===== config.mk =====
export PLATFORM = sky130hd
export DESIGN_NAME = dcache_req_stage
export DESIGN_NICKNAME = d
export VERILOG_FILES = /design/src/rtl/dcache_pkg.sv /design/src/rtl/dcache_req_stage.sv
export SDC_FILE = /design/constraint.sdc
export NUM_CORES = 1
export LEC_CHECK = 0
export BUFFER_PORTS_ARGS = -buffer_cell sky130_fd_sc_hd__buf_2
export CAP_MARGIN = 10
export CORE_AREA = 2 2 106 108
export CTS_BUF_LIST = sky130_fd_sc_hd__clkbuf_4 sky130_fd_sc_hd__clkbuf_8
export CTS_CLUSTER_SIZE = 14
export DETAILED_ROUTE_END_ITERATION = 8
export DIE_AREA = 0 0 108 110
export HOLD_SLACK_MARGIN = 0.05
export PLACE_DENSITY = 0.52
export SETUP_SLACK_MARGIN = 0.05
export SLEW_MARGIN = 20
export SYNTH_ARGS = -nofsm -noshare
export SYNTH_HDL_FRONTEND = slang
export SYNTH_SLANG_ARGS = --single-unit

===== constraint.sdc =====
create_clock -name clk -period 2.7 [get_ports clk]
set_input_delay 0.27 -clock clk [delete_from_list [all_inputs] [get_ports clk]]
set_output_delay 0.27 -clock clk [all_outputs]
set_load 0.05 [all_outputs]

===== src/rtl/dcache_pkg.sv =====
// shared types and constants for the two-way data cache
// line geometry, cpu request, address view and the way write port
package dcache_pkg;

  localparam int OFFSET_BITS    = 4;  // 16-byte line
  localparam int WORDS_PER_LINE = 4;
  localparam int NUM_WAYS       = 2;  // one lru bit per set only covers two
  localparam int DEF_INDEX_BITS = 8;
  localparam int MAX_INDEX_BITS = 12; // widest index the write port carries
  localparam int TAG_FIELD_BITS = 32 - OFFSET_BITS;

  typedef enum logic [1:0] {
    size_byte = 2'd0,
    size_half = 2'd1,
    size_word = 2'd2
  } store_size_e;

  typedef logic [WORDS_PER_LINE-1:0][31:0] line_t;

  typedef struct packed {
    logic        valid;
    logic        op;    // 1 for a store
    logic [31:0] addr;
    store_size_e size;
    logic [31:0] wdata;
  } cpu_req_t;

  // address split at the default set count
  typedef struct packed {
    logic [31-OFFSET_BITS-DEF_INDEX_BITS:0] tag;
    logic [DEF_INDEX_BITS-1:0]              index;
    logic [OFFSET_BITS-1:0]                 offset;
  } addr_fields_t;

  typedef union packed {
    logic [31:0]  raw;
    addr_fields_t f;
  } cache_addr_u;

  // one write into a way, either a refill or a strobed word
  typedef struct packed {
    logic                      en;
    logic                      fill;
    logic [MAX_INDEX_BITS-1:0] index;
    logic [TAG_FIELD_BITS-1:0] tag;      // low tag bits only
    line_t                     line;
    logic [1:0]                word_sel;
    logic [3:0]                strb;
    logic                      set_dirty;
  } way_wr_t;

endpackage


===== src/rtl/dcache_req_stage.sv =====
// request register of the data cache
// lookup index select, store lane alignment and byte strobe
`timescale 1ns/1ps

module dcache_req_stage #(
  parameter int INDEX_BITS = 8
) (
  input  logic                  clk,
  input  logic                  rst_n,
  input  dcache_pkg::cpu_req_t  cpu_req,
  input  logic                  accept,
  output dcache_pkg::cpu_req_t  req_q,
  output logic [INDEX_BITS-1:0] rd_index,
  output logic [31:0]           store_word,
  output logic [3:0]            store_strb
);
  import dcache_pkg::*;

  cache_addr_u req_addr;
  logic [4:0]  byte_shift;

  // held through a miss and the replayed lookup
  always_ff @(posedge clk) begin
    if (!rst_n) begin
      req_q.valid <= 1'b0;
    end else if (accept) begin
      req_q <= cpu_req;
    end
  end

  assign req_addr.raw = req_q.addr;
  assign byte_shift   = {req_addr.f.offset[1:0], 3'b000};

  // new request reads the arrays in the cycle it is accepted
  assign rd_index = accept ? cpu_req.addr[OFFSET_BITS +: INDEX_BITS]
                           : req_q.addr[OFFSET_BITS +: INDEX_BITS];

  always_comb begin
    unique case (req_q.size)
      size_byte: begin
        store_word = {24'd0, req_q.wdata[7:0]} << byte_shift;
        store_strb = 4'b0001 << req_addr.f.offset[1:0];
      end
      size_half: begin
        if (req_addr.f.offset[1]) begin // upper halfword
          store_word = {req_q.wdata[15:0], 16'd0};
          store_strb = 4'b1100;
        end else begin
          store_word = {16'd0, req_q.wdata[15:0]};
          store_strb = 4'b0011;
        end
      end
      default: begin
        store_word = req_q.wdata;
        store_strb = 4'b1111;
      end
    endcase
  end

endmodule


## Word-level counts from Yosys, hierarchy flattened

Index checks and enable logic that the tools add are counted.
W data, S select, Z words.

- Flip-flop bits (word level): 68
- Latch bits: 0
- Memory bits (writable): 0
- Memory bits (read-only): 0
- Output and inout bits: 112
- Logic and storage cells: 15
- Memories kept: 0

- Add/subtract/negate cells: 0
- $mul: 0
- Divide/modulo/power cells: 0
- Order comparisons: 0
- Equal/unequal tests: 1
- Shift-type cells: 2
- Multiplexer cells: 5
- Bitwise operators: 0
- Reduce and logical (&&, ||, !) cells: 2

Operators with widths:

| cell | number |
|---|---|
| $pmux W32 S2 | 1 |
| $mux W32 | 1 |
| $shl A8 B5 Y32 | 1 |
| $mux W8 | 1 |
| $pmux W4 S2 | 1 |
| $mux W4 | 1 |
| $shl A1 B2 Y4 const A | 1 |
| $eq A2 B1 Y1 const B | 1 |
| $logic_not A2 Y1 | 1 |
| $reduce_and A2 Y1 | 1 |

## Depth between registers and ports, before layout

- Depth after elaboration: 2
- Mapped depth: 4

## Worst setup path before layout

No wires, ideal clock.

- Path kind: input -> register
- From: in accept
- To: reg req_q (netlist bit req_addr[0]) (enable)
- Library setup time: 432 ps
- Data arrival time: 2074 ps
- Required time: 2268 ps
- Slack: 194 ps
- Stages: 2
- Path buffers: 1
- Path through: buf_2 and2_1

- Cells in the longest elaborated chain, start to end: 1

Ends and longest elaborated chain:

| element | RTL line | RTL |
|---|---|---|
| from (decl) | dcache_req_stage.sv:11 | `input logic accept,` |
| $reduce_and A2 Y1 (no source line) | n/a |  |
| to (signal assigned) | dcache_req_stage.sv:27 | `req_q <= cpu_req;` |
| to (decl) | dcache_req_stage.sv:12 | `output dcache_pkg::cpu_req_t req_q,` |

No other way between the ends.
A chain may end at the register's enable or synchronous reset.

## Worst setup path in the final report

- From: reg req_q[33] in the netlist's numbering
- To: out store_word[20]

- Cells in the longest elaborated chain, start to end: 2

Ends and longest elaborated chain:

| element | RTL line | RTL |
|---|---|---|
| $eq A2 B1 Y1 or $logic_not A2 Y1 (tied branches) | dcache_req_stage.sv:39 | `unique case (req_q.size)` |
| $pmux W32 S2 * | dcache_req_stage.sv:39 |  |
| to (decl) | dcache_req_stage.sv:14 | `output logic [31:0] store_word,` |

Every way passes the cells marked *; elsewhere a longest branch is shown, timed or not.

==> summary.md <==
| Metric | Value |
|---|---|
| Status | finished clean |
| Mapped cell area | 2630 um2 |
| Total GRT Usage | 12.4% |
| Clk sink count | 68 |
| Asr flop ratio synth | 0% |
| Final WL | 7.56 mm |
| Slew @ Worst Pin | 0.699 ns |
| Peak VDD IR | 0.400 mV |
| Gates resized, CTS repair | 0 |
| Worst r2r src | req_q[67] |
| Starting Density | 24.6% |
| Tcrit/Tclk final | 87.0% |
| Setup WS pre-CTS | 0.755 ns |
| RSZ-0062 raised after global routing | false |
| Gr ovfl total | 0 |
| Worst EP required | 2.43 ns |
| Vias in the first global route | 2034 |
| Total core area | 10700 um2 |
| Endpoints failing hold | 0 |
| Final Wtd Congestion | 0.709 |
| Final TNS setup | 0 ns |
| Layout cell share with drive strength beyond 1 | 60.4% |
| Fin util | 36.9% |
| Synth cell types | 22 |
| Final worst slack | 0.350 ns |
| Vias post-DR | 2116 |
| Initial DRC Count | 107 |
| Largest net degree at the start of global routing | 44 |
| Critical path endpoint category | primary output |
| DRC viols | 0 |
| Post-DP HPWL | 5.77 mm |
| Register-to-Register Path Depth | 2 |
| Clock tree buffer depth | 2 |
| Commonest non-fill, non-tap cell in the layout | buf_2 |
| Skew-Pair Late Insertion Delay | 0.33 ns |
| Pwr dens | 754 nW/um2 |
| Max transition margin | 53.3% |
| Final ANT Viol Nets | 0 |
| Critical Path Start | req_q[33] |
| Die Area | 11900 um2 |
| Ys Warns | 0 |
| Seq/Total Area, Yosys | 77.2% |
| Syn Inst Count | 161 |
| Synth top area cells | edfxtp_1 (76%), nand2_1 (4.6%), mux2_2 (3.4%), a22o_1 (2.7%), a22oi_1 (2.3%) |
| H-tree Lvls | 3 |
| Biggest area consumer among synthesized cells | edfxtp_1 |
| Pins over their slew limit | 0 |
| Antenna violations before repair | 0 |
| Max Cap Viol | 0 |
| Worst Path Arrival | 2.08 ns |
| Most frequent cells in the layout | buf_2 (182), edfxtp_1 (67), nand2_1 (32) |
| Dominant synthesized flop cell | edfxtp_1 |
| Vias per Instance | 4.27 |
| Post-CTS Setup Repair Bufs | 0 |
| Port-buffer cells | 182 |
| Reg clk slew, reported paths | 0.09 ns |
| Min Hold Slack | 0.0985 ns |
| Power, Total | 0.00297 W |
| CTS tree | built |
| Die W | 108 um |
| Fin nets | 422 |
| Cells on Worst Hold Path | 1 |
| 1st-pass router iterations | 4 |
| Seq cells post-synth | 68 |
| Fmax | 426 MHz |
| Critical path type | reg -> out |
| # IOs | 183 |
| Area grow syn2layout | 50.0% |
| Net Count, Synth | 232 |
| Minimum clock period | 2.35 ns |
| Crit path max fanout | 22 |
| Skew final | 0 ns |
| Filler cells | 1075 |
| Area of the multi-input gates | 567 um2 |
| Antenna Cells | 0 |
| Reg-to-reg setup timing slack | 2.10 ns |
| Number of synthesized flops with an enable pin | 67 |
| Rows | 38 |
| Synth Area per Inst | 16.3 um2 |
| Yosys top cell area share | 76.5% |
| First-pass GRT wire length | 10.8 mm |
| Num CTS Buffers | 9 |
| Setup-failing EPs final | 0 |
| Worst hold path class | in -> reg |
| Hold_buf cts | 0 |
| Die Span Y | 110 um |
| Routed length per instance | 15.2 um |
| CP startpoint kind | register |
| P_leak | 1.75 nW |
| Register area | 2030 um2 |
| Crit path capture | store_word[20] |
| Capture point of the worst reg-to-reg path | req_q[67] |
| Root buf cell | clkbuf_8 |
-- cells by family after synthesis --
group | count (synthesis) | share of synthesized area, %
buffers and inverters | 7 | 1.33
muxes | 9 | 3.80
AOI/OAI and AO/OA | 28 | 8.04
DFF | 68 | 77.2
and+or+nand+nor | 49 | 9.61
-- metal layers --
metal	vias up	global-route usage (%)	wire length [um]
li1	990	-	-
met1	995	14.9	3120
met2	129	20.4	3630
met3	2	4.88	779
met4	0	4.40	28
met5	-	0	0
-- worst max-delay path: stages (launching register included) --
cell and delay [ns]:
edfxtp_1 0.57, buf_4 0.30, nor3_4 0.40, a22o_1 0.20, buf_2 0.26
-- state kept, by name (all words and copies together), names as in the netlist --
signal	cells
req_q	36
req_addr	32
-- power by group --
group / switching (W) / internal, W
combinational: 0.000577 / 0.000168
clock: 0.000415 / 0.000526
sequential: 0.0000482 / 0.00124
-- stage by stage --
| step | instance area (um2) | instances |
|---|---|---|
| finish | 3950 | 496 |
| global route | 3950 | 496 |
| CTS | 3950 | 496 |
| detailed placement | 3720 | 480 |
| global placement | 3720 | 480 |
| floorplan | 2630 | 161 |
-- cells in the mapped netlist (all sizes together), types with 2 or more instances --
cell type and n:
edfxtp 67, nor2b 2, mux2 8, o21bai 4, nand2 32, o21ai 8
and2 9, a22o 8, buf 5, a22oi 8
-- how the worst min path moves through the flow --
stage,slack [ns],startpoint,end
global route,0.06,cpu_req[57],req_addr[23]
floorplan,0.37,cpu_req[34],req_addr[0]
detailed placement,0.45,cpu_req[60],req_addr[26]
global placement,0.45,cpu_req[48],req_addr[14]
finish,0.1,cpu_req[32],req_q[32]
CTS,0.07,cpu_req[53],req_addr[19]
-- final cells by class --
class | instances | area share [%]
multi-input combinational | 86 | 14.4
clock inverter | 7 | 2.50
inverter | 1 | 0.0951
tap | 140 | 4.44
sequential | 68 | 51.5
clock buffer | 9 | 3.14
timing repair buffer | 185 | 24.0
Power figures use the tool's default switching activity.
