### src/rtl/dcache_pkg.sv
// shared types and constants for the two-way data cache
// line geometry, cpu request, address view and the way write port
package dcache_pkg;

  localparam int OFFSET_BITS    = 4;  // 16-byte line
  localparam int WORDS_PER_LINE = 4;
  localparam int NUM_WAYS       = 2;  // one lru bit per set only covers two
  localparam int DEF_INDEX_BITS = 8;
  localparam int MAX_INDEX_BITS = 12; // widest index the write port carries
  localparam int TAG_FIELD_BITS = 32 - OFFSET_BITS;

  typedef enum logic [1:0] {
    size_byte = 2'd0,
    size_half = 2'd1,
    size_word = 2'd2
  } store_size_e;

  typedef logic [WORDS_PER_LINE-1:0][31:0] line_t;

  typedef struct packed {
    logic        valid;
    logic        op;    // 1 for a store
    logic [31:0] addr;
    store_size_e size;
    logic [31:0] wdata;
  } cpu_req_t;

  // address split at the default set count
  typedef struct packed {
    logic [31-OFFSET_BITS-DEF_INDEX_BITS:0] tag;
    logic [DEF_INDEX_BITS-1:0]              index;
    logic [OFFSET_BITS-1:0]                 offset;
  } addr_fields_t;

  typedef union packed {
    logic [31:0]  raw;
    addr_fields_t f;
  } cache_addr_u;

  // one write into a way, either a refill or a strobed word
  typedef struct packed {
    logic                      en;
    logic                      fill;
    logic [MAX_INDEX_BITS-1:0] index;
    logic [TAG_FIELD_BITS-1:0] tag;      // low tag bits only
    line_t                     line;
    logic [1:0]                word_sel;
    logic [3:0]                strb;
    logic                      set_dirty;
  } way_wr_t;

endpackage

### src/rtl/dcache_ctrl.sv
// cache controller FSM
// per-set lru bits, cpu handshake, memory read and write channels,
// fill and store writes into the ways
`timescale 1ns/1ps

module dcache_ctrl #(
  parameter  int INDEX_BITS = 8,
  localparam int TAG_BITS   = 32 - dcache_pkg::OFFSET_BITS - INDEX_BITS
) (
  input  logic                            clk,
  input  logic                            rst_n,
  input  dcache_pkg::cpu_req_t            cpu_req,
  input  dcache_pkg::cpu_req_t            req_q,
  input  logic [31:0]                     store_word,
  input  logic [3:0]                      store_strb,
  input  logic                            hit_any,
  input  logic                            hit_way,
  input  logic [31:0]                     load_word,
  input  dcache_pkg::line_t               victim_line,
  input  logic [TAG_BITS-1:0]             victim_tag,
  input  logic                            victim_dirty,
  input  logic                            mem_rd_rdy,
  input  logic                            mem_ret_valid,
  input  dcache_pkg::line_t               mem_ret_data,
  input  logic                            mem_wr_rdy,
  input  logic                            mem_wr_done,
  output logic                            accept,
  output logic                            addr_ok,
  output logic                            data_ok,
  output logic [31:0]                     rdata,
  output logic                            victim_way,
  output logic [dcache_pkg::NUM_WAYS-1:0] way_sel,
  output dcache_pkg::way_wr_t             wr,
  output logic                            mem_rd_req,
  output logic [31:0]                     mem_rd_addr,
  output logic                            mem_wr_req,
  output logic [31:0]                     mem_wr_addr,
  output dcache_pkg::line_t               mem_wr_data
);
  import dcache_pkg::*;

  localparam int SETS = 1 << INDEX_BITS;

  typedef enum logic [2:0] {
    idle, lookup, store, miss_dirty, writeback, miss_clean, refill
  } state_e;

  state_e                state;
  state_e                state_nxt;
  logic                  replay;     // refilled request still owes its lookup
  logic [SETS-1:0]       lru;        // way not used last
  logic                  hit_way_q;
  logic                  can_accept;
  logic                  fill_now;
  logic [INDEX_BITS-1:0] req_index;
  logic [TAG_BITS-1:0]   req_tag;
  cache_addr_u           req_addr;

  assign req_addr.raw = req_q.addr;
  assign req_index    = req_q.addr[OFFSET_BITS +: INDEX_BITS];
  assign req_tag      = req_q.addr[31 -: TAG_BITS];

  // only a load hit lets the next request in during lookup
  assign can_accept = (state == idle && !replay) ||
                      (state == lookup && hit_any && !req_q.op);
  assign accept     = cpu_req.valid & can_accept;
  assign addr_ok    = accept;
  assign data_ok    = (state == lookup) & hit_any;
  assign rdata      = load_word;
  assign victim_way = lru[req_index];
  assign fill_now   = (state == refill) & mem_ret_valid;

  always_comb begin
    state_nxt = state;
    unique case (state)
      idle:       if (accept || replay) state_nxt = lookup;
      lookup: begin
        if (!hit_any) begin
          state_nxt = victim_dirty ? miss_dirty : miss_clean;
        end else if (req_q.op) begin
          state_nxt = store;
        end else if (!accept) begin
          state_nxt = idle;
        end
      end
      store:      state_nxt = idle;
      miss_dirty: if (mem_wr_rdy) state_nxt = writeback;
      writeback:  if (mem_wr_done) state_nxt = miss_clean;
      miss_clean: if (mem_rd_rdy) state_nxt = refill;
      refill:     if (mem_ret_valid) state_nxt = idle;  // replay from idle
      default:    state_nxt = idle;
    endcase
  end

  always_ff @(posedge clk) begin
    if (!rst_n) begin
      state  <= idle;
      replay <= 1'b0;
      lru    <= '0;
    end else begin
      state <= state_nxt;
      if (fill_now) begin
        replay <= 1'b1;
      end else if (state == idle) begin
        replay <= 1'b0;
      end
      if (data_ok) begin
        lru[req_index] <= ~hit_way;
      end
    end
  end

  // way for the store cycle
  always_ff @(posedge clk) begin
    if (state == lookup) begin
      hit_way_q <= hit_way;
    end
  end

  always_comb begin
    wr          = '0;
    wr.index    = MAX_INDEX_BITS'(req_index);
    wr.tag      = TAG_FIELD_BITS'(req_tag);
    wr.word_sel = req_addr.f.offset[3:2];
    way_sel     = '0;
    if (fill_now) begin
      wr.en               = 1'b1;
      wr.fill             = 1'b1;
      wr.line             = mem_ret_data;
      way_sel[victim_way] = 1'b1;
    end else if (state == store) begin
      wr.en              = 1'b1;
      wr.line            = {WORDS_PER_LINE{store_word}};  // ways keep the strobed lanes
      wr.strb            = store_strb;
      wr.set_dirty       = 1'b1;
      way_sel[hit_way_q] = 1'b1;
    end
  end

  assign mem_rd_req  = (state == miss_clean);
  assign mem_rd_addr = {req_q.addr[31:OFFSET_BITS], {OFFSET_BITS{1'b0}}};
  assign mem_wr_req  = (state == miss_dirty);
  assign mem_wr_addr = {victim_tag, req_index, {OFFSET_BITS{1'b0}}};
  assign mem_wr_data = victim_line;  // arrays hold still until the refill

endmodule

### config.mk
export PLATFORM = sky130hd
export DESIGN_NAME = dcache_ctrl
export DESIGN_NICKNAME = d
export VERILOG_FILES = /design/src/rtl/dcache_pkg.sv /design/src/rtl/dcache_ctrl.sv
export SDC_FILE = /design/constraint.sdc
export NUM_CORES = 1
export LEC_CHECK = 0
export ABC_AREA = 1
export BUFFER_PORTS_ARGS = -buffer_cell sky130_fd_sc_hd__buf_4
export CAP_MARGIN = 20
export CELL_PAD_IN_SITES_DETAIL_PLACEMENT = 0
export CELL_PAD_IN_SITES_GLOBAL_PLACEMENT = 1
export CORE_AREA = 3 3 344 346
export CTS_CLUSTER_SIZE = 30
export DETAILED_ROUTE_END_ITERATION = 10
export DIE_AREA = 0 0 347 349
export GPL_TIMING_DRIVEN = 1
export PLACE_DENSITY_LB_ADDON = 0.1
export SYNTH_ARGS = -nofsm -noshare
export SYNTH_HDL_FRONTEND = slang
export SYNTH_SLANG_ARGS = --single-unit
### constraint.sdc
create_clock -name clk -period 1.8 [get_ports clk]
set_clock_uncertainty 0.1 [all_clocks]
set_input_delay 0.18 -clock clk [delete_from_list [all_inputs] [get_ports clk]]
set_output_delay 0.18 -clock clk [all_outputs]
set_load 0.01 [all_outputs]
; ---- Yosys cells after proc, flatten, opt, wreduce, memory -nomap -nowiden
; Cells that the tools add are included.
[word_totals]
output_inout_bits = 409
regBits = 261
mem_bits_rw = 0
input_bits = 489
mem_count = 0
latchBits = 0
romBits = 0
[op_classes]
div = 0
muxes = 30
bitwise_logic = 4
n_addsub = 0
reduce_logical = 13
n_shift = 0
mul = 0
n_lt_le_gt_ge = 6
eq_ne = 12
[op_table]
columns = cell, n
row1 = bitwise mux 256 bit, 1
row2 = two-way mux 128 bit, 2
row3 = two-way mux 3 bit, 9
row4 = one-hot mux 3 bit (6 select lines), 1
row5 = two-way mux 5 bit, 2
row6 = == test 3 bit (second input constant), 3
row7 = < comparator 8 x 9 -> 1 bit (second input constant), 1
row8 = two-way mux 1 bit, 9
row9 = binary-select mux 1 bit (select 8 bit), 1
row10 = demux 1 bit (select 8 bit), 1
row11 = >= comparator 8 x 1 -> 1 bit (second input constant), 1
row12 = != test 2 bit (second input constant), 4
row13 = == test 3 x 2 -> 1 bit (second input constant), 2
row14 = logical AND 1 bit, 6
row15 = AND reduction 6 bit, 1
row16 = < comparator 1 x 2 -> 1 bit (second input constant), 2
row17 = two-way mux 2 bit, 2
row18 = != test 4 bit (second input constant), 1
row19 = AND 1 bit, 3
row20 = == test 3 x 1 -> 1 bit (second input constant), 1
row21 = zero test 3 bit, 1
row22 = demux 1 bit (select 1 bit), 2
row23 = >= comparator 1 bit (second input constant), 2
row24 = zero test 1 bit, 2
row25 = 4 further kinds, 5

; ---- Depth between registers and ports, before layout
[logic_depth]
ltp_word = 9
depth_mapped = 17
mapped_depth_nobuf = 15

; ---- Worst setup path before layout
; No wires, ideal clock.
[synth_path]
path_type = in2out
from = input req_q[38] (netlist bit)
to = output way_sel[1] (netlist bit)
n_path_buf = 3
stages = 17
path_slack_ns = -0.016
t_arrival_ns = 1.536
path_cell_list = buf_6 -> buf_6 -> buf_4 -> nand2_1 -> nand2_1 -> nand2_1 -> nand3_1 -> nand2_1 -> nand2_1 -> o21ai_1 -> nand2_1 -> nor2_1 -> nor2_1 -> nor2_1 -> nand2_1 -> nand2_1 -> nand2_1
[synth_via]
elab_chain_cells = 7
word_cells_on_any_way = 8
[synth_rtl]
columns = item, line
row1 = from (decl), dcache_ctrl.sv:13  ; input dcache_pkg::cpu_req_t req_q,
row2 = binary-select mux 1 bit (select 8 bit) (*), dcache_ctrl.sv:70  ; assign victim_way = lru[req_index];
row3 = two-way mux 1 bit (implied by the code) (*), dcache_ctrl.sv:70
row4 = net victim_way, dcache_ctrl.sv:31  ; output logic victim_way,
row5 = < comparator 1 x 2 -> 1 bit (implied by the code) or >= comparator 1 bit (tied branches), dcache_ctrl.sv:130  ; way_sel[victim_way] = 1'b1;
row6 = logical AND 1 bit (implied by the code), dcache_ctrl.sv:130
row7 = two-way mux 1 bit (implied by the code), dcache_ctrl.sv:130
row8 = demux 1 bit (select 1 bit) (*), dcache_ctrl.sv:130
row9 = two-way mux 2 bit (*), dcache_ctrl.sv:126  ; if (fill_now) begin
row10 = to (decl), dcache_ctrl.sv:32  ; output logic [dcache_pkg::NUM_WAYS-1:0] way_sel,
; Mark *: on every way through the listed nets, which the timed path passes. The rest lies on a longest branch. The select of a mux whose other input is x is not followed.

; ---- Worst setup path after layout
[layout_path]
from = register lru[193]
to = output way_sel[1] (netlist bit)
[layout_via]
elab_chain_cells = 7
word_cells_on_any_way = 8
[layout_rtl]
columns = item, line
row1 = from (decl), dcache_ctrl.sv:51  ; logic [SETS-1:0] lru;
row2 = "from (signal, indexed assignment)", dcache_ctrl.sv:108  ; lru[req_index] <= ~hit_way;
row3 = binary-select mux 1 bit (select 8 bit) (*), dcache_ctrl.sv:70
row4 = two-way mux 1 bit (implied by the code) (*), dcache_ctrl.sv:70
row5 = < comparator 1 x 2 -> 1 bit (implied by the code) or >= comparator 1 bit (tied branches), dcache_ctrl.sv:130
row6 = logical AND 1 bit (implied by the code), dcache_ctrl.sv:130
row7 = two-way mux 1 bit (implied by the code), dcache_ctrl.sv:130
row8 = demux 1 bit (select 1 bit) (*), dcache_ctrl.sv:130
row9 = two-way mux 2 bit (*), dcache_ctrl.sv:126
; Mark *: on every way between the ends. The rest lies on a longest branch, timed or not. The select of a mux whose other input is x is not followed.

==> flow_summary.json <==
{
  "status": "complete, but fails checks",
  "violations": "negative setup slack",
  "finalCriticalPeriod_ns": 2.59,
  "path_class": "register to primary output",
  "power_mw": 17.2,
  "r2r_slack_ns": -0.27,
  "viasPerCell": 4.03,
  "synth-compound-area-share_pct": 20.5,
  "cap_violations": 0,
  "stdcell_count": 4501,
  "grt.total_usage_pct": 18.0,
  "synthAdderAreaFrac_pct": 0,
  "slew_violations": 0,
  "crit_buf_inv": 1,
  "path_clk_slew_ns": 0.05,
  "synth_top_area_share_pct": 32.1,
  "antenna_cells": 0,
  "yosysWarnings": 0,
  "boundaryPins": 898,
  "internal_power_mw": 11.9,
  "finalInstanceArea_sq_um": 28500,
  "fmax_mhz": 386,
  "numCtsBuffers": 37,
  "startpoint_type": "register",
  "synth_area_leaders": "dfxtp_1, nand2_1, buf_4, o21ai_0, a21oi_1",
  "vias": 18200,
  "cts_sinks": 261,
  "cp-endpoint": "way_sel[1]",
  "wl_per_cell_um": 25.5,
  "dp_slack_ns": -1.08,
  "clk_latency_ns": 0.55,
  "synth_area_leader_cell": "dfxtp_1",
  "syn_area_sq_um": 16200,
  "first_global_vias": 17900,
  "fin_ws_ns": -0.788,
  "place.gp.congestion": 0.901,
  "grt_overflow": 0,
  "worst-r2r-cell-count": 14,
  "h-tree-depth": 2,
  "dpl_cell_area_sq_um": 21600,
  "hold_path_class": "input pin to register",
  "worstSetupPathDepth": 15,
  "combPwrFrac_pct": 22.2,
  "initial_utilization_pct": 14.0,
  "hold_slack_ns": 0.0377,
  "worstMarginPinSlew_ns": 0.662,
  "root_buffer": "clkbuf_16",
  "worst_setup_path_end_kind": "primary output",
  "r2r-start": "state[1]",
  "critPathMostFrequentCell": "nand2_1",
  "clk_path_buf_depth": 3,
  "port_buffers": 349,
  "syn-instance-count": 2598,
  "p_leak_nw": 12.2,
  "wirelength_um": 115000,
  "ir_worst_vdd_mv": 0.510,
  "final_nets": 3437,
  "p_switching_mw": 5.31,
  "synth-seq-cells": 261,
  "synth.yosys.seq_area_share_pct": 32.2,
  "grt_pass1_wl_um": 154000,
  "die_width_um": 347,
  "powerDensity_nw_per_um2": 601,
  "synth_common_cells": "nand2_1, buf_4, dfxtp_1",
  "antenna_found_initial": 5,
  "synth_xor_area_share_pct": 0,
  "crit_fanout": 2,
  "finalSetupViolCount": 385,
  "critPathArrivalTime_ns": 2.31,
  "cts_tree": "built",
  "max_slew_margin_pct": 55.8,
  "ys_async_sr_fraction_pct": 0,
  "avgSynthCellArea_sq_um": 6.25,
  "dieArea_sq_um": 121000,
  "yosys.area_share.simple_pct": 26.8,
  "utilization_pct": 24.7,
  "route.detailed.drc": 0,
  "die_y_um": 349,
  "cp_data_required_time_ns": 1.52,
  "drive_gt1_share_pct": 44.2,
  "crit_path_cell_trace": "nand2_1 -> o21ai_1 -> nand2_1 -> nand2_1 -> nand2_1 -> nand2_1 -> o21ai_1 -> nand2_1 -> nor2_2 -> nor2_4 -> nor2_4 -> nand2_4 -> nand2_4 -> nand2_2 -> buf_6",
  "post-route-period-util_pct": 144,
  "grt_max_degree": 56,
  "synthDistinctLibCells": 28,
  "ys.flop_type": "dfxtp_1",
  "rsz0062_at_grt": "yes",
  "synth_most_common_cell": "nand2_1",
  "hold_viol_final": 0,
  "critical_path.top_delay_family": "simple AND/OR/NAND/NOR gates",
  "ant_nets": 0,
  "post_synth_mux_area_share_pct": 0,
  "synth_top_family_by_area": "simple AND/OR/NAND/NOR gates",
  "placed_cells": 4364,
  "seqPwrFrac_pct": 34.0,
  "crit_start": "lru[193]",
  "synth_edf_count": 1,
  "row_count": 125,
  "reg2reg_to": "lru[241]",
  "dpl.hpwl_um": 86500,
  "core-area_sq_um": 116000,
  "cp_slowest_cell": "dfxtp_1",
  "fin_tns_setup_ns": -102.45,
  "areaGrowthSynthToFinish_pct": 75.8,
  "drt_iter0_markers": 1028,
  "cpPeakStageDelay_ns": 0.32,
  "clockPowerShare_pct": 43.8,
  "firstDrtPassIters": 7,
  "swShare_pct": 30.9
}
what timing repair did:
action                     CTS  global route
buffers inserted            67            41
hold endpoints to repair    44             0
pin swaps                   73           109
resized for setup          792           524
hold buffers                 5             0
cloned                      17             8
setup endpoints to repair  286           403
registers in the layout, summed over array words and instances (netlist names):
signal and count:
state 3, lru 256, hit_way_q 1, replay 1
layout by cell type (no fill, tap or decap), types with 20 or more instances in the layout:
master and count:
dfxtp_1 250, buf_4 365, clkbuf_16 46, buf_12 101
a31oi_1 72, o21ai_1 153, inv_1 119, o21ai_2 60
inv_2 24, nor2_1 148, a21oi_1 161, buf_8 34
buf_6 190, nor2_4 64, conb_1 20, nand2_2 93
o21ai_0 150, nand2_4 138, nand2_8 102, nand2_1 555
metal layers:
layer,GRT usage (%),part of all wire (%)
met4,3.95,2.0
met2,31.0,49
met3,3.90,5.0
met1,23.0,44
met5,0.480,0.072
cell families after synthesis:
logic type | count (synthesis)
AOI/OAI and AO/OA | 630
buffers and inverters | 573
DFF | 261
other | 1
and+or+nand+nor | 1133
how the worst min path moves through the flow:
stage / depth (start not counted) / slack [ns] / startpoint / endpoint
floorplan: 0 / 0.18 / hit_way / hit_way_q
global placement: 0 / 0.26 / victim_tag[1] / mem_wr_addr[13]
detailed placement: 0 / 0.26 / victim_tag[1] / mem_wr_addr[13]
CTS: 6 / 0.001 / mem_wr_rdy / state[1]
global route: 6 / 0.02 / mem_wr_rdy / state[1]
finish: 6 / 0.04 / mem_wr_rdy / state[1]
power groups by stage:
stage                     clock network, mW  logic, mW  registers [mW]
final                                  7.52       3.81            5.83
after global routing                   8.06       4.01            5.83
after CTS                              7.85       3.46            5.83
after detailed placement                  0       2.93            5.95
after global placement                    0       2.95            5.95
after floorplan                           0       1.44            5.95
final cells by class:
cell class	count	area, sq um
fill	12700	87200
tap	1524	1910
multi-input combinational	1783	11500
inverter	148	583
sequential	261	5250
timing repair buffer	717	8030
clock buffer	55	1130
clock inverter	13	97.6
worst register-to-register path: cells and delay by family (launching register included):
kind	cells	cell delay [ns]
buffers and inverters	7	0.93
AO/OA/AOI/OAI	2	0.20
flip-flops	1	0.32
AND/OR/NAND/NOR	5	0.46
Note: power is estimated with default switching activity, not from simulation.
