**src/rtl/dcache_pkg.sv**
```systemverilog
// shared types and constants for the two-way data cache
// line geometry, cpu request, address view and the way write port
package dcache_pkg;

  localparam int OFFSET_BITS    = 4;  // 16-byte line
  localparam int WORDS_PER_LINE = 4;
  localparam int NUM_WAYS       = 2;  // one lru bit per set only covers two
  localparam int DEF_INDEX_BITS = 8;
  localparam int MAX_INDEX_BITS = 12; // widest index the write port carries
  localparam int TAG_FIELD_BITS = 32 - OFFSET_BITS;

  typedef enum logic [1:0] {
    size_byte = 2'd0,
    size_half = 2'd1,
    size_word = 2'd2
  } store_size_e;

  typedef logic [WORDS_PER_LINE-1:0][31:0] line_t;

  typedef struct packed {
    logic        valid;
    logic        op;    // 1 for a store
    logic [31:0] addr;
    store_size_e size;
    logic [31:0] wdata;
  } cpu_req_t;

  // address split at the default set count
  typedef struct packed {
    logic [31-OFFSET_BITS-DEF_INDEX_BITS:0] tag;
    logic [DEF_INDEX_BITS-1:0]              index;
    logic [OFFSET_BITS-1:0]                 offset;
  } addr_fields_t;

  typedef union packed {
    logic [31:0]  raw;
    addr_fields_t f;
  } cache_addr_u;

  // one write into a way, either a refill or a strobed word
  typedef struct packed {
    logic                      en;
    logic                      fill;
    logic [MAX_INDEX_BITS-1:0] index;
    logic [TAG_FIELD_BITS-1:0] tag;      // low tag bits only
    line_t                     line;
    logic [1:0]                word_sel;
    logic [3:0]                strb;
    logic                      set_dirty;
  } way_wr_t;

endpackage

```
**src/rtl/dcache_resp_sel.sv**
```systemverilog
// response select across both ways
// load word from the hitting way, victim line, tag and dirty bit
`timescale 1ns/1ps

module dcache_resp_sel #(
  parameter  int INDEX_BITS = 8,
  localparam int TAG_BITS   = 32 - dcache_pkg::OFFSET_BITS - INDEX_BITS
) (
  input  logic [dcache_pkg::NUM_WAYS-1:0]               hit,
  input  dcache_pkg::line_t [dcache_pkg::NUM_WAYS-1:0]  lines,
  input  logic [dcache_pkg::NUM_WAYS-1:0][TAG_BITS-1:0] tags,
  input  logic [dcache_pkg::NUM_WAYS-1:0]               dirty,
  input  logic [1:0]                                    word_sel,
  input  logic                                          victim_way,
  output logic                                          hit_any,
  output logic                                          hit_way,
  output logic [31:0]                                   load_word,
  output dcache_pkg::line_t                             victim_line,
  output logic [TAG_BITS-1:0]                           victim_tag,
  output logic                                          victim_dirty
);
  import dcache_pkg::*;

  line_t hit_line;

  assign hit_any = |hit;
  assign hit_way = hit[1];  // both never hit at once

  assign hit_line  = lines[hit_way];
  assign load_word = hit_line[word_sel];

  // replacement candidate for writeback and refill
  assign victim_line  = lines[victim_way];
  assign victim_tag   = tags[victim_way];
  assign victim_dirty = dirty[victim_way];

endmodule

```
**config.mk**
```make
export PLATFORM = sky130hd
export DESIGN_NAME = dcache_resp_sel
export DESIGN_NICKNAME = d
export VERILOG_FILES = /design/src/rtl/dcache_pkg.sv /design/src/rtl/dcache_resp_sel.sv
export SDC_FILE = /design/constraint.sdc
export NUM_CORES = 1
export LEC_CHECK = 0
export BUFFER_PORTS_ARGS = -buffer_cell sky130_fd_sc_hd__buf_4
export CORE_AREA = 2 2 188 190
export DETAILED_ROUTE_END_ITERATION = 10
export DIE_AREA = 0 0 190 192
export GPL_ROUTABILITY_DRIVEN = 0
export PLACE_DENSITY_LB_ADDON = 0.08
export SLEW_MARGIN = 20
export SYNTH_ARGS = -nofsm -noshare
export SYNTH_HDL_FRONTEND = slang
export SYNTH_SLANG_ARGS = --single-unit
export TNS_END_PERCENT = 5
```
**constraint.sdc**
```tcl
create_clock -name vclk -period 1.7
set_input_delay 0.17 -clock vclk [all_inputs]
set_output_delay 0.17 -clock vclk [all_outputs]
set_load 0.01 [all_outputs]
```
# Word-level counts from Yosys, hierarchy flattened
# Cells that the tools add are included.
# word_totals
ff_bits	0
latchBits	0
ramBits	0
romBits	0
input_bits	303
output_inout_bits	183
memories	0
# op_classes
n_addsub	0
multipliers	0
div_mod_pow	0
magnitude_cmp	3
eq_ne	0
shift	0
n_mux	10
bitwise	0
n_reduce_logical	1
# ops
operator	n
$mux 128	4
$bmux 32 s2	1
$mux 20	2
$mux 32	1
$lt 1x2->1 const B	2
$lt 2x3->1 const B	1
$mux 1	2
$reduce_or 2->1	1

# Logic depth before layout (Yosys ltp)
# Gate-level depths: netlist of run 1.
# depth
word_depth	4
depth_mapped	4
ltp_nobuf	2

# Least setup slack after synthesis of run 1
# Ideal clock, no wire load.
# synth_path
path_kind	input port to output port
startpoint	in hit[1] (netlist name)
endpoint	out load_word[14]
arrival_time_ns	1.315
required_ns	1.530
slack_ns	0.215
path_stages	4
cell_sequence	buf_6 buf_6 mux4_1 mux2_2
# synth_via
elab_chain_len	4
# synth_rtl
item	line	source
start: declaration	dcache_resp_sel.sv:9	input logic [dcache_pkg::NUM_WAYS-1:0] hit,
$mux 128 (not written as such) (2 in a row)	dcache_resp_sel.sv:29	assign hit_line = lines[hit_way];
$bmux 32 s2	dcache_resp_sel.sv:30	assign load_word = hit_line[word_sel];
$mux 32 (not written as such)	dcache_resp_sel.sv:30	
end: declaration	dcache_resp_sel.sv:17	output logic [31:0] load_word,
# No other way between the ends. The select of a mux whose other input is x is not followed.

# Final worst setup path of run 1
# layout_path
startpoint	in hit[1] (netlist name)
endpoint	out load_word[4]
# The elaborated chain is that of the path after synthesis.

==> flow_metrics.py, run 1 <==
metrics = {
    "place": {
        "place_ws_ps": -113,
        "numPortBuffers": 486,
        "dp_hpwl_um": 20100,
        "post_dp_cell_area_um2": 8020,
    },
    "sta": {
        "layout_min_cycle_time_ps": 1690,
        "slew_headroom": 0.739,
        "tightest_slew_ps": 391,
        "fmax_ghz": 0.593,
        "slew_viol_final": 0,
        "rsz0062_at_grt": "true",
        "final_hold_viol_count": 0,
        "fin_ws_ps": 13.3,
        "tns_ps": 0,
        "finalSetupViolCount": 0,
        "finalCritPeriodShare": 0.992,
    },
    "routing": {
        "num_vias": 4776,
        "first_pass_iters": 4,
        "wl_met2_um": 13500,
        "wl_met3_um": 2070,
        "routed_via_density": 3.93,
        "routed.top_layer": "met4",
        "wl_per_cell_um": 19.9,
        "postRouteAntennaNets": 0,
        "wl_met1_um": 8510,
        "drt_iter0_markers": 78,
        "drc_errors": 0,
        "wl_um": 24100,
    },
    "cells_and_area": {
        "finalInstanceArea_um2": 8200,
        "synthToLayoutAreaGrowth_pct": 121,
        "numSequentialCells": 0,
        "drive_gt1_frac": 0.841,
        "diodes": 0,
        "register_area_um2": 0,
        "fin_nets": 1064,
        "n_clock_buffer": 0,
        "post-route-util": 0.239,
    },
    "critical_path": {
        "crit_path_cell_trace": "buf_16 -> buf_16 -> buf_12 -> mux4_2 -> mux2_4 -> buf_6",
        "crit_fanout": 7,
        "worstPathRequired_ps": 1530,
        "cp_num_buf_inv": 4,
        "cp.depth": 6,
        "critPathKind": "input port to output port",
        "arrival_ps": 1520,
        "cp-end-kind": "output port",
        "cp_slowest_cell": "mux4_2",
        "cpPeakStageDelay_ps": 480,
        "start_kind": "input port",
        "cp_top_family": "multiplexers",
        "crit_top_cell": "buf_16",
    },
    "grt": {
        "track_usage": 0.120,
        "grt-ovfl-total": 0,
        "antenna_found_initial": 0,
        "grt_max_degree": 29,
        "grt_pass1_wl_um": 33400,
        "grt_pass1_vias": 5276,
    },
    "die": {
        "dieArea_um2": 36500,
        "start_util": 0.108,
        "die_h_um": 192,
        "ios": 486,
        "core_area_um2": 34300,
        "num_rows": 68,
        "die_w_um": 190,
    },
    "status": {
        "outcome": "completed",
    },
    "clock_tree": {
        "cts_setup_buffers": 0,
        "holdBufCountCts": 0,
    },
    "power": {
        "p_per_area_nw_per_um2": 299,
        "seqPwrFrac": 0,
        "power_switching_w": 0.000939,
        "power_w": 0.00245,
        "ir_drop_uv": 129,
        "pwr-share-clk": 0,
        "p_sw_frac": 0.383,
        "comb_power_share": 1.000,
        "p_leak_nw": 3.73,
        "internal-power_w": 0.00151,
    },
    "flow_run": {
        "maxCapViolCount": 0,
    },
    "worst_hold_path": {
        "hold_depth": 3,
        "holdPathEnd": "hit_any",
        "worstHoldStart": "hit[0]",
        "hp-class": "input port to output port",
    },
    "synth": {
        "syn_area_per_cell_um2": 13.1,
        "synth.area.top_cells": "mux4_2, mux2_1, mux2_2, mux4_1, buf_2",
        "yosysTopAreaCellShare": 0.365,
        "synth_cell_types": 10,
        "yosysSeqAreaShare": 0,
        "syn_nets": 585,
        "syn_area_um2": 3700,
        "netlist_top_cells_count": "mux2_1, mux2_2, mux4_2",
        "syn_inst": 282,
        "yosysMostFrequentCell": "mux2_1",
        "yosysWarnings": 0,
        "yosys.area.top_type": "mux4_2",
    },
}
[power by group through the flow]
stage                     sequential, W  clock (W)  combinational (W)
after detailed placement              0          0            0.00240
after global routing                  0          0            0.00263
after floorplan                       0          0           0.000993
final                                 0          0            0.00245
after global placement                0          0            0.00241
after CTS                             0          0            0.00247
[worst max-delay path by stage]
stage	from	endpoint	slack, ps
floorplan	hit[1]	load_word[14]	220
global placement	hit[1]	load_word[14]	-100
detailed placement	hit[1]	load_word[14]	-110
CTS	hit[1]	load_word[25]	-20
global route	hit[1]	load_word[4]	-30
finish	hit[1]	load_word[4]	10
[timing repair]
action,CTS,global route
gates resized for setup,16,9
cloned,3,1
setup endpoints to repair,28,14
[cell usage in the layout, fill, tap and decap left out]
| master | Yosys | final |
|---|---|---|
| mux2_2 | 62 | 56 |
| buf_6 | 6 | 8 |
| mux4_2 | 60 | 63 |
| mux2_4 | 0 | 6 |
| clkbuf_16 | 0 | 1 |
| or2_1 | 1 | 1 |
| mux4_1 | 4 | 1 |
| mux2_1 | 119 | 119 |
| buf_4 | 1 | 490 |
| buf_12 | 0 | 8 |
| buf_16 | 0 | 6 |
[final cells by class]
cell class	instances	area, µm²
repair buffers	513	4120
multi-input cells	246	3510
well taps	455	569
fillers	3710	26100
[stage by stage]
step | cells | hold WS (ps)
detailed placement | 1210 | 624
global route | 1214 | 639
CTS | 1213 | 624
floorplan | 282 | 432
global placement | 1210 | 628
finish | 1214 | 623
[per-layer routing]
layer | GRT usage | vias up
li1 | - | 2160
met1 | 0.128 | 2328
met2 | 0.246 | 282
met3 | 0.0267 | 6
met4 | 0.00566 | 0
met5 | 0 | -
[kinds of logic after synthesis]
group | Yosys count | synth area share
multiplexers | 245 | 0.944
buffers and inverters | 36 | 0.0544
AND/OR/NAND/NOR | 1 | 0.00169
No activity file was read; power rests on OpenSTA's default activity.
==> run 2: changes to the inputs <==
Settings changed: ABC_CLOCK_PERIOD_IN_PS set to 1700, SETUP_SLACK_MARGIN set to 0.02.
==> flow_metrics.py, run 2 (same netlist as run 1, synthesis figures left out) <==
metrics = {
    "cells_and_area": {
        "n_clock_buffer": 0,
        "final_cell_mix": "buf_4, mux2_1, mux4_2",
        "diodes": 0,
        "final_common_cell": "buf_4",
        "post-route-util": 0.240,
        "synthToLayoutAreaGrowth_pct": 123,
        "fin_nets": 1064,
        "numSequentialCells": 0,
        "register_area_um2": 0,
        "drive_gt1_frac": 0.841,
    },
    "routing": {
        "postRouteAntennaNets": 0,
        "num_vias": 4756,
        "wl_per_cell_um": 19.9,
        "first_pass_iters": 4,
        "drc_errors": 0,
        "drt_iter0_markers": 62,
        "wl_um": 24100,
        "routed_via_density": 3.92,
    },
    "power": {
        "power_switching_w": 0.000944,
        "ir_drop_uv": 129,
        "p_per_area_nw_per_um2": 301,
        "p_leak_nw": 3.76,
        "internal-power_w": 0.00154,
        "comb_power_share": 1.000,
        "pwr-share-clk": 0,
        "seqPwrFrac": 0,
        "p_sw_frac": 0.381,
    },
    "grt": {
        "antenna_found_initial": 0,
        "grt-ovfl-total": 0,
        "track_usage": 0.120,
        "grt_pass1_wl_um": 33600,
        "grt_max_degree": 29,
        "grt_pass1_vias": 5273,
    },
    "die": {
        "die_w_um": 190,
        "num_rows": 68,
        "ios": 486,
        "core_area_um2": 34300,
        "die_h_um": 192,
        "start_util": 0.108,
        "dieArea_um2": 36500,
    },
    "clock_tree": {
        "cts_setup_buffers": 0,
        "holdBufCountCts": 0,
    },
    "flow_run": {
        "maxCapViolCount": 0,
    },
    "critical_path": {
        "arrival_ps": 1520,
        "start_kind": "input port",
        "critical_path.endpoint": "load_word[4]",
        "worstPathRequired_ps": 1530,
        "critPathKind": "input port to output port",
        "crit_fanout": 7,
        "cp-end-kind": "output port",
        "crit_start": "hit[1]",
    },
    "sta": {
        "tightest_slew_ps": 391,
        "finalCritPeriodShare": 0.993,
        "final_hold_viol_count": 0,
        "rsz0062_at_grt": "true",
        "finalSetupViolCount": 0,
        "holdWs_ps": 623,
        "slew_viol_final": 0,
        "tns_ps": 0,
        "layout_min_cycle_time_ps": 1690,
        "slew_headroom": 0.739,
        "fmax_ghz": 0.592,
    },
    "worst_hold_path": {
        "hp-class": "input port to output port",
    },
    "place": {
        "dp_hpwl_um": 20100,
        "numPortBuffers": 486,
    },
    "status": {
        "outcome": "completed",
    },
}
[run 2: how the worst min path moves through the flow]
stage                           to  slack, ps     start  depth (start not counted)
floorplan                  hit_way        430    hit[1]                          1
global placement           hit_any        630    hit[0]                          3
detailed placement         hit_any        620    hit[0]                          3
CTS                        hit_any        620    hit[0]                          3
global route        victim_tag[18]        640  tags[18]                          3
finish                     hit_any        620    hit[0]                          3
[run 2: power groups by stage]
stage / sequential [W] / clock [W] / combinational, W
floorplan: 0 / 0 / 0.000993
global placement: 0 / 0 / 0.00241
detailed placement: 0 / 0 / 0.00240
CTS: 0 / 0 / 0.00250
global route: 0 / 0 / 0.00266
finish: 0 / 0 / 0.00248
[run 2: stage by stage]
stage | setup slack, ps | std cells | area (µm²) | power (W)
6_report | 11.7 | 1214 | 8250 | 0.00248
5_1_grt | -30.2 | 1214 | 8250 | 0.00266
4_1_cts | -20.4 | 1213 | 8190 | 0.00250
3_5_place_dp | -113 | 1210 | 8020 | 0.00240
3_3_place_gp | -96.6 | 1210 | 8020 | 0.00241
2_1_floorplan | 215 | 282 | 3700 | 0.000993
[run 2: cell type report]
class | instances | area, µm²
multi-input combinational | 246 | 3530
tap | 455 | 569
timing repair buffer | 513 | 4140
fill | 3703 | 26000
[run 2: repair_timing]
item	CTS	global route
endpoints found under the hold margin	0	0
cloned	3	1
resized for setup	26	11
endpoints found under the setup margin	29	19
[run 2: worst max-delay path, stage by stage]
cell    delay [ps]
buf_16         150
buf_16         180
buf_12         120
mux4_2         490
mux2_4         280
buf_6          120
[run 2: metal layers]
metal / part of all wire / track usage / up-vias
li1: - / - / 2157
met1: 0.35 / 0.129 / 2315
met2: 0.56 / 0.246 / 276
met3: 0.086 / 0.0265 / 8
met4: 0.0048 / 0.00566 / 0
met5: 0 / 0 / -
==> run 3: changes to the inputs <==
Settings changed: ABC_CLOCK_PERIOD_IN_PS 1700 to 1900, CORE_AREA 2 2 188 190 to 2 2 189 191, DIE_AREA 0 0 190 192 to 0 0 191 193.
Clock period 1.7 ns to 1.9 ns, I/O delays scaled along.
==> flow_metrics.py, run 3 (same netlist as run 1, synthesis figures left out) <==
metrics = {
    "power": {
        "p_leak_nw": 3.57,
        "p_per_area_nw_per_um2": 263,
        "ir_drop_uv": 82.5,
    },
    "cells_and_area": {
        "drive_gt1_frac": 0.833,
        "final_cell_mix": "buf_4, mux2_1, mux2_2",
        "n_fill_cell": 3796,
        "register_area_um2": 0,
        "fin_nets": 1047,
        "numSequentialCells": 0,
        "final_common_cell": "buf_4",
        "diodes": 0,
        "finalNonFillerCells": 1203,
        "synthToLayoutAreaGrowth_pct": 114,
        "finalInstanceArea_um2": 7910,
        "multi_input_area_um2": 3500,
        "post-route-util": 0.226,
        "n_clock_buffer": 0,
    },
    "sta": {
        "rsz0062_at_grt": "false",
        "slew_viol_final": 0,
        "finalSetupViolCount": 0,
        "tightest_slew_ps": 295,
        "fmax_ghz": 0.560,
        "tns_ps": 0,
        "final_hold_viol_count": 0,
        "fin_ws_ps": 114,
        "slew_headroom": 0.803,
        "layout_min_cycle_time_ps": 1790,
        "finalCritPeriodShare": 0.940,
    },
    "place": {
        "dp_cells": 1203,
        "dp_hpwl_um": 19300,
        "numPortBuffers": 486,
        "post_dp_cell_area_um2": 7910,
        "place_ws_ps": 82.8,
    },
    "clock_tree": {
        "holdBufCountCts": 0,
        "cts_setup_buffers": 0,
        "cts_resized": 0,
    },
    "critical_path": {
        "cp_top_family": "multiplexers",
        "start_kind": "input port",
        "worstPathRequired_ps": 1710,
        "cpPeakStageDelay_ps": 590,
        "cp_num_buf_inv": 3,
        "cp_slowest_cell": "mux4_1",
        "arrival_ps": 1600,
        "crit_path_cell_trace": "buf_4 -> buf_12 -> mux4_1 -> mux2_2 -> buf_4",
        "critPathKind": "input port to output port",
        "crit_top_cell": "buf_4",
        "crit_fanout": 28,
        "cp-end-kind": "output port",
    },
    "die": {
        "die_h_um": 193,
        "core_area_um2": 35000,
        "die_w_um": 191,
        "start_util": 0.106,
        "num_rows": 69,
        "dieArea_um2": 36900,
        "ios": 486,
    },
    "status": {
        "outcome": "completed",
    },
    "grt": {
        "grt_pass1_vias": 5108,
        "grt_pass1_wl_um": 31200,
        "track_usage": 0.109,
        "grt-ovfl-total": 0,
        "antenna_found_initial": 0,
        "grt_max_degree": 46,
    },
    "routing": {
        "wl_per_cell_um": 18.6,
        "wl_um": 22400,
        "postRouteAntennaNets": 0,
        "first_pass_iters": 4,
        "drc_errors": 0,
        "drt_iter0_markers": 98,
        "routed_via_density": 3.84,
        "num_vias": 4622,
    },
    "flow_run": {
        "maxCapViolCount": 0,
    },
    "worst_hold_path": {
        "hp-class": "input port to output port",
    },
}
## run 3: cell count changes in the layout (fill, tap and decap cells not counted), moves of 3 or more
cell	change
buf_6	-13
mux4_2	-3
mux2_2	+12
mux4_1	+3
mux2_4	-12
buf_16	-6
buf_4	+3
## run 3: layout make-up
cell class                      count  share of cell area
Tap cell                          461              0.0730
Timing Repair Buffer              496               0.484
Multi-Input combinational cell    246               0.443
## run 3: path summary, 6_finish.rpt
| path | slack, ps | cells past startpoint | endpoint | start |
|---|---|---|---|---|
| setup / recovery | 110 | 5 | load_word[17] | hit[1] |
| hold / removal | 660 | 3 | hit_any | hit[0] |
## run 3: metrics by stage
step	hold WS, ps	power (W)
after floorplan	472	0.000888
after global placement	665	0.00212
after detailed placement	659	0.00211
after CTS	659	0.00212
after global routing	659	0.00223
final	656	0.00208
## run 3: worst min-delay path: cells and delay by family
family,cells,cell delay (ps)
buf+inv,2,180
simple gates,1,90
## run 3: metal layers
| metal | global-route usage | share of wire | vias to the layer above |
|---|---|---|---|
| li1 | - | - | 2125 |
| met1 | 0.118 | 0.35 | 2254 |
| met2 | 0.221 | 0.56 | 227 |
| met3 | 0.0226 | 0.076 | 16 |
| met4 | 0.0128 | 0.014 | 0 |
| met5 | 0 | 0 | - |
## run 3: power by group
| part | internal [W] | switching [W] |
|---|---|---|
| clock network | 0 | 0 |
| registers | 0 | 0 |
| logic | 0.00128 | 0.000799 |
| total | 0.00128 | 0.000799 |
